===== src/hdl/fg_pkg.sv =====
`default_nettype none

package fg_pkg;

   // column index width, enough for up to 512 columns
   localparam int X_W = 9;
   // row index width
   localparam int Y_W = 8;

   // pixels held by one memory word
   localparam int WORD_BITS = 32;
   // low column bits that pick the pixel inside a word
   localparam int BIT_W = $clog2(WORD_BITS);

   // one enable bit per pixel, bit 0 is the leftmost pixel of the word
   typedef logic [WORD_BITS-1:0] fg_word_t;

   // pixel position on the plane
   typedef struct packed {
      logic [X_W-1:0] x;
      logic [Y_W-1:0] y;
   } pix_pos_t;

   // single pixel write from the filler
   typedef struct packed {
      pix_pos_t pos;
      logic     enable;
   } fg_wr_t;

   // rectangle fill, corners are inclusive
   typedef struct packed {
      logic [X_W-1:0] x0;
      logic [Y_W-1:0] y0;
      logic [X_W-1:0] x1;
      logic [Y_W-1:0] y1;
      logic           enable;
   } fill_cmd_t;

endpackage

`default_nettype wire


===== src/hdl/fg_en_ram.sv =====
`timescale 1ns/1ps
`default_nettype none

module fg_en_ram #(
   parameter int DEPTH = 32
) (
   input  wire                     clk,
   input  wire [$clog2(DEPTH)-1:0] addr,
   input  wire                     wren,
   input  fg_pkg::fg_word_t        wdata,
   output fg_pkg::fg_word_t        rdata
);

   import fg_pkg::*;

   // enable plane storage, one word per 32 pixels
   fg_word_t mem [DEPTH];

   // write port, takes the merged word from the controller
   always_ff @(posedge clk) begin
      if (wren) begin
         mem[addr] <= wdata;
      end
   end

   // registered read, data shows up one cycle after addr
   // read during write returns the old word
   always_ff @(posedge clk) begin
      rdata <= mem[addr];
   end

endmodule

`default_nettype wire


===== src/hdl/fg_controller.sv =====
`timescale 1ns/1ps
`default_nettype none

module fg_controller #(
   parameter int COLS  = 64,
   parameter int DEPTH = 32
) (
   input  wire                      clk,
   input  wire                      arst_n,
   // scan side
   input  wire                      drawing,
   input  fg_pkg::pix_pos_t         rd_pos,
   output logic                     rd_value,
   output logic                     mismatch_pause,
   // fill side
   input  wire                      wr,
   input  fg_pkg::fg_wr_t           wr_data,
   output logic                     wr_stall,
   // memory port
   output logic [$clog2(DEPTH)-1:0] addr,
   output logic                     wren,
   output fg_pkg::fg_word_t         wdata,
   input  fg_pkg::fg_word_t         rdata
);

   import fg_pkg::*;

   localparam int AW            = $clog2(DEPTH);
   localparam int WORDS_PER_ROW = COLS / WORD_BITS;

   pix_pos_t          sel_pos;
   logic [AW-1:0]     sel_addr;
   logic [BIT_W-1:0]  bit_sel;
   logic              miss;

   // cached word and where it came from
   logic [AW-1:0]     cur_addr;
   fg_word_t          cur_word;
   fg_word_t          next_word;

   // fetch in flight, address captured when the read went out
   logic              pend;
   logic [AW-1:0]     fetch_addr;

   // display owns the port for the whole scan
   assign sel_pos = drawing ? rd_pos : wr_data.pos;

   // row times words per row, plus the word part of the column
   assign sel_addr = AW'(sel_pos.y * WORDS_PER_ROW + sel_pos.x[X_W-1:BIT_W]);
   assign bit_sel  = sel_pos.x[BIT_W-1:0];

   assign miss = (sel_addr != cur_addr);

   // hold both sides until the fetched word lands
   // pend keeps the pause up even if the address moved while in flight
   assign mismatch_pause = miss || pend;
   assign wr_stall       = drawing || mismatch_pause;

   // write through only while the cached word is the one addressed
   assign wren = wr && !drawing && !mismatch_pause;
   assign addr = sel_addr;

   // replace one bit of the cached word with the requested enable
   always_comb begin
      next_word          = cur_word;
      next_word[bit_sel] = wr_data.enable;
   end

   assign wdata = next_word;

   // pixel under the scanner
   assign rd_value = cur_word[rd_pos.x[BIT_W-1:0]];

   always_ff @(posedge clk or negedge arst_n) begin
      if (!arst_n) begin
         pend       <= 1'b0;
         fetch_addr <= '0;
         cur_addr   <= '0;
         cur_word   <= '0;
      end else begin
         // single read per mismatch, rdata returns next cycle
         pend <= miss && !pend;
         if (miss && !pend) begin
            fetch_addr <= sel_addr;
         end
         if (pend) begin
            // fetch returned, if the address moved meanwhile the
            // compare misses again and a new fetch starts
            cur_addr <= fetch_addr;
            cur_word <= rdata;
         end else if (wren) begin
            cur_word <= next_word;
         end
      end
   end

   // a write goes out only with the scan idle and the port on the cached word
   a_wren_safe : assert property (
      @(posedge clk) disable iff (!arst_n)
      wren |-> !drawing && !pend && (addr == cur_addr)
   );

   // the tag moves only on a returning fetch
   a_tag_on_fetch : assert property (
      @(posedge clk) disable iff (!arst_n)
      !$stable(cur_addr) |-> $past(pend)
   );

endmodule

`default_nettype wire


===== src/hdl/rect_filler.sv =====
`timescale 1ns/1ps
`default_nettype none

module rect_filler (
   input  wire               clk,
   input  wire               arst_n,
   input  wire               fill_start,
   input  fg_pkg::fill_cmd_t fill_cmd,
   output logic              fill_busy,
   output logic              wr,
   output fg_pkg::fg_wr_t    wr_data,
   input  wire               wr_stall
);

   import fg_pkg::*;

   // latched command and the walking position
   fill_cmd_t       cmd;
   logic [X_W-1:0]  x;
   logic [Y_W-1:0]  y;
   logic            busy;
   logic            accept;
   logic            row_end;
   logic            last;

   // a pixel goes out every busy cycle, it counts once not stalled
   assign accept  = busy && !wr_stall;
   assign row_end = (x == cmd.x1);
   assign last    = row_end && (y == cmd.y1);

   assign fill_busy      = busy;
   assign wr             = busy;
   assign wr_data.pos.x  = x;
   assign wr_data.pos.y  = y;
   assign wr_data.enable = cmd.enable;

   // command payload, loaded only while idle
   always_ff @(posedge clk) begin
      if (fill_start && !busy) begin
         cmd <= fill_cmd;
      end
   end

   always_ff @(posedge clk or negedge arst_n) begin
      if (!arst_n) begin
         busy <= 1'b0;
         x    <= '0;
         y    <= '0;
      end else if (!busy) begin
         // new rectangle starts at its top left corner
         if (fill_start) begin
            busy <= 1'b1;
            x    <= fill_cmd.x0;
            y    <= fill_cmd.y0;
         end
      end else if (accept) begin
         if (last) begin
            // corner (x1, y1) written
            busy <= 1'b0;
         end else if (row_end) begin
            x <= cmd.x0;
            y <= y + 1'b1;
         end else begin
            x <= x + 1'b1;
         end
      end
   end

   // walk relies on ordered corners
   a_cmd_ordered : assert property (
      @(posedge clk) disable iff (!arst_n)
      busy |-> (cmd.x0 <= cmd.x1) && (cmd.y0 <= cmd.y1)
   );

endmodule

`default_nettype wire


===== src/hdl/scan_reader.sv =====
`timescale 1ns/1ps
`default_nettype none

module scan_reader #(
   parameter int COLS = 64,
   parameter int ROWS = 16
) (
   input  wire              clk,
   input  wire              arst_n,
   input  wire              scan_start,
   output logic             drawing,
   output fg_pkg::pix_pos_t rd_pos,
   input  wire              rd_value,
   input  wire              mismatch_pause,
   output logic             pix_valid,
   output fg_pkg::pix_pos_t pix_pos,
   output logic             pix_value,
   output logic             scan_done
);

   import fg_pkg::*;

   // raster counters
   logic [X_W-1:0] x;
   logic [Y_W-1:0] y;
   logic           step;
   logic           last;
   logic           last_q;

   assign rd_pos.x = x;
   assign rd_pos.y = y;

   // advance only while the controller holds the right word
   assign step = drawing && !mismatch_pause;
   assign last = (x == X_W'(COLS - 1)) && (y == Y_W'(ROWS - 1));

   always_ff @(posedge clk or negedge arst_n) begin
      if (!arst_n) begin
         drawing   <= 1'b0;
         x         <= '0;
         y         <= '0;
         pix_valid <= 1'b0;
         last_q    <= 1'b0;
         scan_done <= 1'b0;
      end else begin
         pix_valid <= step;
         last_q    <= step && last;
         // done one cycle after the last strobe
         scan_done <= last_q;
         if (!drawing) begin
            // restart from the top left, start during a scan is dropped
            if (scan_start) begin
               drawing <= 1'b1;
               x       <= '0;
               y       <= '0;
            end
         end else if (step) begin
            if (last) begin
               drawing <= 1'b0;
            end else if (x == X_W'(COLS - 1)) begin
               x <= '0;
               y <= y + 1'b1;
            end else begin
               x <= x + 1'b1;
            end
         end
      end
   end

   // pixel payload, qualified by pix_valid
   always_ff @(posedge clk) begin
      if (step) begin
         pix_pos   <= rd_pos;
         pix_value <= rd_value;
      end
   end

   a_pos_range : assert property (
      @(posedge clk) disable iff (!arst_n)
      pix_valid |-> (pix_pos.x < COLS) && (pix_pos.y < ROWS)
   );

endmodule

`default_nettype wire


===== src/hdl/fg_top.sv =====
`timescale 1ns/1ps
`default_nettype none

module fg_top #(
   parameter int COLS = 64,
   parameter int ROWS = 16
) (
   input  wire               clk,
   input  wire               arst_n,
   input  wire               fill_start,
   input  fg_pkg::fill_cmd_t fill_cmd,
   output logic              fill_busy,
   input  wire               scan_start,
   output logic              pix_valid,
   output fg_pkg::pix_pos_t  pix_pos,
   output logic              pix_value,
   output logic              scan_done
);

   import fg_pkg::*;

   // words in the plane
   localparam int DEPTH = ROWS * (COLS / WORD_BITS);
   localparam int AW    = $clog2(DEPTH);

   // filler to controller
   logic          wr;
   fg_wr_t        wr_data;
   logic          wr_stall;
   // scanner to controller
   logic          drawing;
   pix_pos_t      rd_pos;
   logic          rd_value;
   logic          mismatch_pause;
   // controller to memory
   logic [AW-1:0] addr;
   logic          wren;
   fg_word_t      wdata;
   fg_word_t      rdata;

   rect_filler u_filler (
      .clk        (clk),
      .arst_n     (arst_n),
      .fill_start (fill_start),
      .fill_cmd   (fill_cmd),
      .fill_busy  (fill_busy),
      .wr         (wr),
      .wr_data    (wr_data),
      .wr_stall   (wr_stall)
   );

   fg_controller #(.COLS(COLS), .DEPTH(DEPTH)) u_ctrl (
      .clk            (clk),
      .arst_n         (arst_n),
      .drawing        (drawing),
      .rd_pos         (rd_pos),
      .rd_value       (rd_value),
      .mismatch_pause (mismatch_pause),
      .wr             (wr),
      .wr_data        (wr_data),
      .wr_stall       (wr_stall),
      .addr           (addr),
      .wren           (wren),
      .wdata          (wdata),
      .rdata          (rdata)
   );

   fg_en_ram #(.DEPTH(DEPTH)) u_ram (
      .clk   (clk),
      .addr  (addr),
      .wren  (wren),
      .wdata (wdata),
      .rdata (rdata)
   );

   scan_reader #(.COLS(COLS), .ROWS(ROWS)) u_scan (
      .clk            (clk),
      .arst_n         (arst_n),
      .scan_start     (scan_start),
      .drawing        (drawing),
      .rd_pos         (rd_pos),
      .rd_value       (rd_value),
      .mismatch_pause (mismatch_pause),
      .pix_valid      (pix_valid),
      .pix_pos        (pix_pos),
      .pix_value      (pix_value),
      .scan_done      (scan_done)
   );

endmodule

`default_nettype wire


===== config.mk =====
export PLATFORM = sky130hd
export DESIGN_NAME = fg_top
export DESIGN_NICKNAME = d
export VERILOG_FILES = /design/src/hdl/fg_pkg.sv /design/src/hdl/fg_en_ram.sv /design/src/hdl/fg_controller.sv /design/src/hdl/rect_filler.sv /design/src/hdl/scan_reader.sv /design/src/hdl/fg_top.sv
export SDC_FILE = /design/constraint.sdc
export NUM_CORES = 1
export LEC_CHECK = 0
export ABC_AREA = 0
export BUFFER_PORTS_ARGS = -buffer_cell sky130_fd_sc_hd__buf_2
export CAP_MARGIN = 25
export CELL_PAD_IN_SITES_DETAIL_PLACEMENT = 2
export CELL_PAD_IN_SITES_GLOBAL_PLACEMENT = 2
export CORE_MARGIN = 1
export CORE_UTILIZATION = 45
export CTS_BUF_LIST = sky130_fd_sc_hd__clkbuf_8 sky130_fd_sc_hd__clkbuf_16
export DETAILED_ROUTE_END_ITERATION = 12
export PLACE_DENSITY_LB_ADDON = 0.1
export SETUP_SLACK_MARGIN = 0.02
export SYNTH_ARGS = -nofsm -noshare
export SYNTH_HDL_FRONTEND = slang
export SYNTH_SLANG_ARGS = --single-unit

===== constraint.sdc =====
create_clock -name clk -period 5.6 [get_ports clk]
set_clock_uncertainty 0.15 [all_clocks]
set_input_delay 0 -clock clk [delete_from_list [all_inputs] [get_ports clk]]
set_output_delay 0 -clock clk [all_outputs]
set_load 0.05 [all_outputs]

==> summary.md <==
| Metric | Value |
|---|---|
| Outcome | `finished, final reports clean` |
| Final net count | `between 2000 and 3000` |
| Initial core utilization | `45.6%` |
| Via count | `between 20000 and 30000` |
| Iteration count of the initial detailed-routing pass | `5` |
| Drt initial violations | `2913` |
| Final setup viols | `0` |
| Area of the multi-input gates | `11400 um^2` |
| Max_cap viols | `0` |
| Worst Tran Pin Value | `1.09 ns` |
| Die width | `324 um` |
| Final WL | `157 mm` |
| GR Util met2 | `51.0%` |
| Non-Filler Cell Area, Final | `approximately 54000 um^2` |
| Worst EP required | `5.86 ns` |
| Worst path slowest cell | `or3_1` |
| Final worst path period share | `about 93%` |
| Grt met1 use | `41.4%` |
| Post-synth EDFFs | `between 1000 and 1500` |
| Dominant synthesized flop cell | `edfxtp_1` |
| Max IR drop VDD | `244 uV` |
| Mapped Cells | `between 2000 and 2500` |
| H-tree Lvls | `3` |
| PostCTS Resize Cnt | `0` |
| Worst endpoint data arrival time | `roughly 5.5 ns` |
| Family with the most delay on the worst path | `simple AND/OR/NAND/NOR gates` |
| CP max FO | `25` |
| Slew headroom | `approximately a quarter` |
| Post-synth ARST share | `~7%` |
| Final hold slack | `0.0485 ns` |
| Cell Area, Placed | `49300 um^2` |
| GP Congestion | `0.849` |
| Synth Area in Adders | `0.231%` |
| Final min period | `5.20 ns` |
| Placed insts | `3752` |
| GRT Util Overall | `around 30%` |
| Main combinational cell family by area after synthesis | `multiplexers` |
| Vias per Instance | `6.37` |
| Maximum number of pins on one net before global-route repair | `about 120` |
| CP Cell Sequence | `mux2_2 > ha_1 > nand3_1 > and2_1 > xnor3_2 > nand4_2 > buf_4 > or3_1 > nor2_4 > buf_12` |
| Post-Layout Cell Count | `roughly 4000` |
| Post-synthesis sequential area ratio | `74.7%` |
| Power, Total | `17700 uW` |
| Clock Sinks | `1183` |
| WS Path Type | `flip-flop to flip-flop` |
| Layout cells sized above 1 | `26.0%` |
| Multiplexer share of the synthesized area | `about 15%` |
| Crit path buffers/inverters | `2` |
| CTS max path bufs | `3` |
| DIE HEIGHT | `324 um` |
| Synth Area per Inst | `19.7 um^2` |
| GR peak layer | `met2` |
| DP HPWL | `94.5 mm` |
| Clock root cell | `clkbuf_16` |
| Synth Area in Simple Gates | `~3.5%` |
| Antenna Nets Post-Route | `0` |
| Global routing met3 resource utilization | `4.86%` |
| Setup TNS | `0 ns` |
| CTS Buf Count | `121` |
| Pins Over Slew Limit | `0` |
| I/O Buffers | `around 60` |
| Max frequency | `192 MHz` |
| Die footprint | `105000 um^2` |
| Area Overhead vs Synth | `15.9%` |
| Seq. cell area | `34800 um^2` |
| Vias in the first global route | `27700` |
| Hold WC Path Type | `input port to flip-flop` |
| Unrepaired setup endpoints after global routing | `false` |
| CTS tree | `done` |
| Fin. Hold Viols | `0` |
| Synth Area in Compound Gates | `between 4 and 5%` |
| DRC violations left | `0` |
| Initial antenna violation count | `3` |
| Synthesized-area fraction occupied by xor and xnor cells | `less than 1%` |
| First-pass GRT wire length | `221 mm` |
| Max incr delay on CP | `approximately 0.74 ns` |
| CP Launch Type | `flip-flop` |
| Number of synthesized register bits | `around 1200` |
| WL/cell | `38.6 um` |
| Syn Nets | `2414` |
| Lkg Pwr | `0.0176 uW` |
| Synth warnings | `0` |
| Io pins | `60` |
| Total grt overflow | `0` |
| Netlist Area Pre-Place | `46600 um^2` |
| Row cnt | `about 120` |
| Clock latency on the worst-skew pair | `0.73 ns` |
| Power Density | `329 nW/um^2` |
| Fill cell count | `8889` |
| Total core area | `102000 um^2` |
| Post-synth cell types | `77` |
| Critical path endpoint category | `flip-flop` |
| CTS clock-pin slew for the worst setup and hold paths | `0.07 ns` |
## synthesized netlist by cell type (3+ instances only)
library cell	count	share of area, %
edfxtp_1	1069	69
mux4_2	267	13
nand2_1	130	1.0
dfrtp_1	82	4.4
clkbuf_1	81	0.65
nor2_1	78	0.63
mux2_2	59	1.4
o21ai_0	57	0.61
a22oi_1	52	0.84
a21oi_1	41	0.44
nand3_1	41	0.44
dfxtp_1	32	1.4
mux2i_1	31	0.67
a22o_1	30	0.56
inv_1	25	0.20
nor3_1	22	0.24
buf_2	17	0.18
xnor2_1	17	0.32
buf_4	15	0.24
o211ai_1	15	0.24
nand4_1	14	0.19
xor2_1	14	0.26
and3_1	11	0.15
or3_1	11	0.15
a221oi_1	10	0.19
a31oi_1	9	0.12
buf_6	9	0.22
nor2b_1	9	0.12
o22ai_1	8	0.11
a211o_1	7	0.13
ha_1	7	0.19
nand2b_1	5	0.067
nor3b_1	5	0.081
nor4_1	5	0.067
o31ai_1	5	0.081
a221o_1	4	0.086
and2_1	4	0.054
and3b_1	4	0.075
o311ai_0	4	0.075
o41ai_1	4	0.075
a211oi_1	3	0.048
buf_1	3	0.024
o211a_1	3	0.064
o21a_1	3	0.048
## routing by layer
layer | share of wire, % | vias up
li1 | - | 10200
met1 | 40 | 14200
met2 | 50 | 1267
met3 | 6.8 | 253
met4 | 3.0 | 0
met5 | 0 | -
## placed cells by master (no fill, tap or decap), types with 9 or more instances in the layout
cell	Yosys	final
edfxtp_1	1069	1069
buf_4	15	53
a221oi_1	10	10
xor2_1	14	13
buf_2	17	58
a21oi_1	41	40
o21ai_0	57	57
mux2_2	59	58
clkinv_1	1	32
clkbuf_16	0	125
a22oi_1	52	52
xnor2_1	17	16
nor2_4	0	33
dfxtp_1	32	32
o211ai_1	15	15
inv_1	25	59
nor3_1	22	15
a22o_1	30	30
mux2i_1	31	31
or3_1	11	11
nor2b_1	9	9
nand4_1	14	14
clkinv_2	0	20
buf_12	0	28
a31oi_1	9	9
and3_1	11	11
dlygate4sd3_1	0	75
mux4_2	267	267
nor2_1	78	45
dfrtp_1	82	80
nand3_1	41	41
bufinv_16	0	10
nand2_1	130	130
## area by class of cell
| cell class | count | area share, % |
|---|---|---|
| clock buffers | 126 | 5.82 |
| flip-flops and latches | 1183 | 64.5 |
| multi-input cells | 1032 | 21.2 |
| repair buffers | 220 | 3.86 |
| well taps | 1368 | 3.17 |
| clock inverters | 100 | 1.33 |
| inverters | 27 | 0.188 |
| diodes | 1 | 0.00464 |
## flip-flops by register name, summed over array words and instances, names as in the netlist, 5 cells and up
register and flops:
u_ram.rdata 32, u_scan.y 8, u_filler.cmd 26, u_scan.pix_pos 17
u_ctrl.cur_word 32, u_scan.x 9, u_filler.x 9, u_ram.mem 1024
u_filler.y 8, u_ctrl.fetch_addr 5, u_ctrl.cur_addr 5
## worst reg2reg max path: cells and delay by family (launching register included)
kind                       cells  cell delay, ns
muxes                          1            0.40
and+or+nand+nor                5            2.22
buffers and inverters          2            0.48
adders and majority gates      1            0.52
DFF                            1            0.63
xor gates and xnor gates       1            0.45
## what timing repair did
item,CTS,global route
setup endpoints to repair,0,0
endpoints found under the hold margin,144,0
buffers inserted,0,0
hold buffers,76,0
## where the power goes
group / switching, uW / internal (uW) / leakage, uW
Combinational: 64.3 / 80.2 / 0.00480
Sequential: 34.5 / 9500 / 0.0108
Clock: 3570 / 4480 / 0.00202
Total: 3670 / 14100 / 0.0176
## per-stage QoR
stage / setup WS, ns / util, %
4_1_cts: 0.305 / 52.8
2_1_floorplan: -0.468 / -
3_5_place_dp: 0.334 / 48.3
3_3_place_gp: 0.633 / 48.2
5_1_grt: 0.230 / 52.8
6_report: 0.400 / 52.8
## cell families after synthesis
kind of cell | count (synthesis)
AND/OR/NAND/NOR | 350
buffers and inverters | 152
adder cells (fa/ha/maj) | 8
XOR/XNOR | 34
multiplexers | 358
AO/OA/AOI/OAI | 282
flip-flops | 1183
## path summary, 6_finish.rpt
| path | slack (ns) | cells after the start | startpoint | end |
|---|---|---|---|---|
| min | 0.05 | 4 | fill_cmd[18] | u_filler.y[0] |
| min reg2reg | 0.20 | 0 | u_scan.last_q | u_scan.scan_done |
| min in group asynchronous | 0.18 | 4 | arst_n | u_ctrl.cur_word[1] |
| max in group asynchronous | 4.26 | 4 | arst_n | u_ctrl.pend |
| max | 0.40 | 10 | u_scan.drawing | u_ram.mem[29][8] |
| max reg2reg | 0.40 | 10 | u_scan.drawing | u_ram.mem[29][8] |
(Power assumes the default switching activity.)
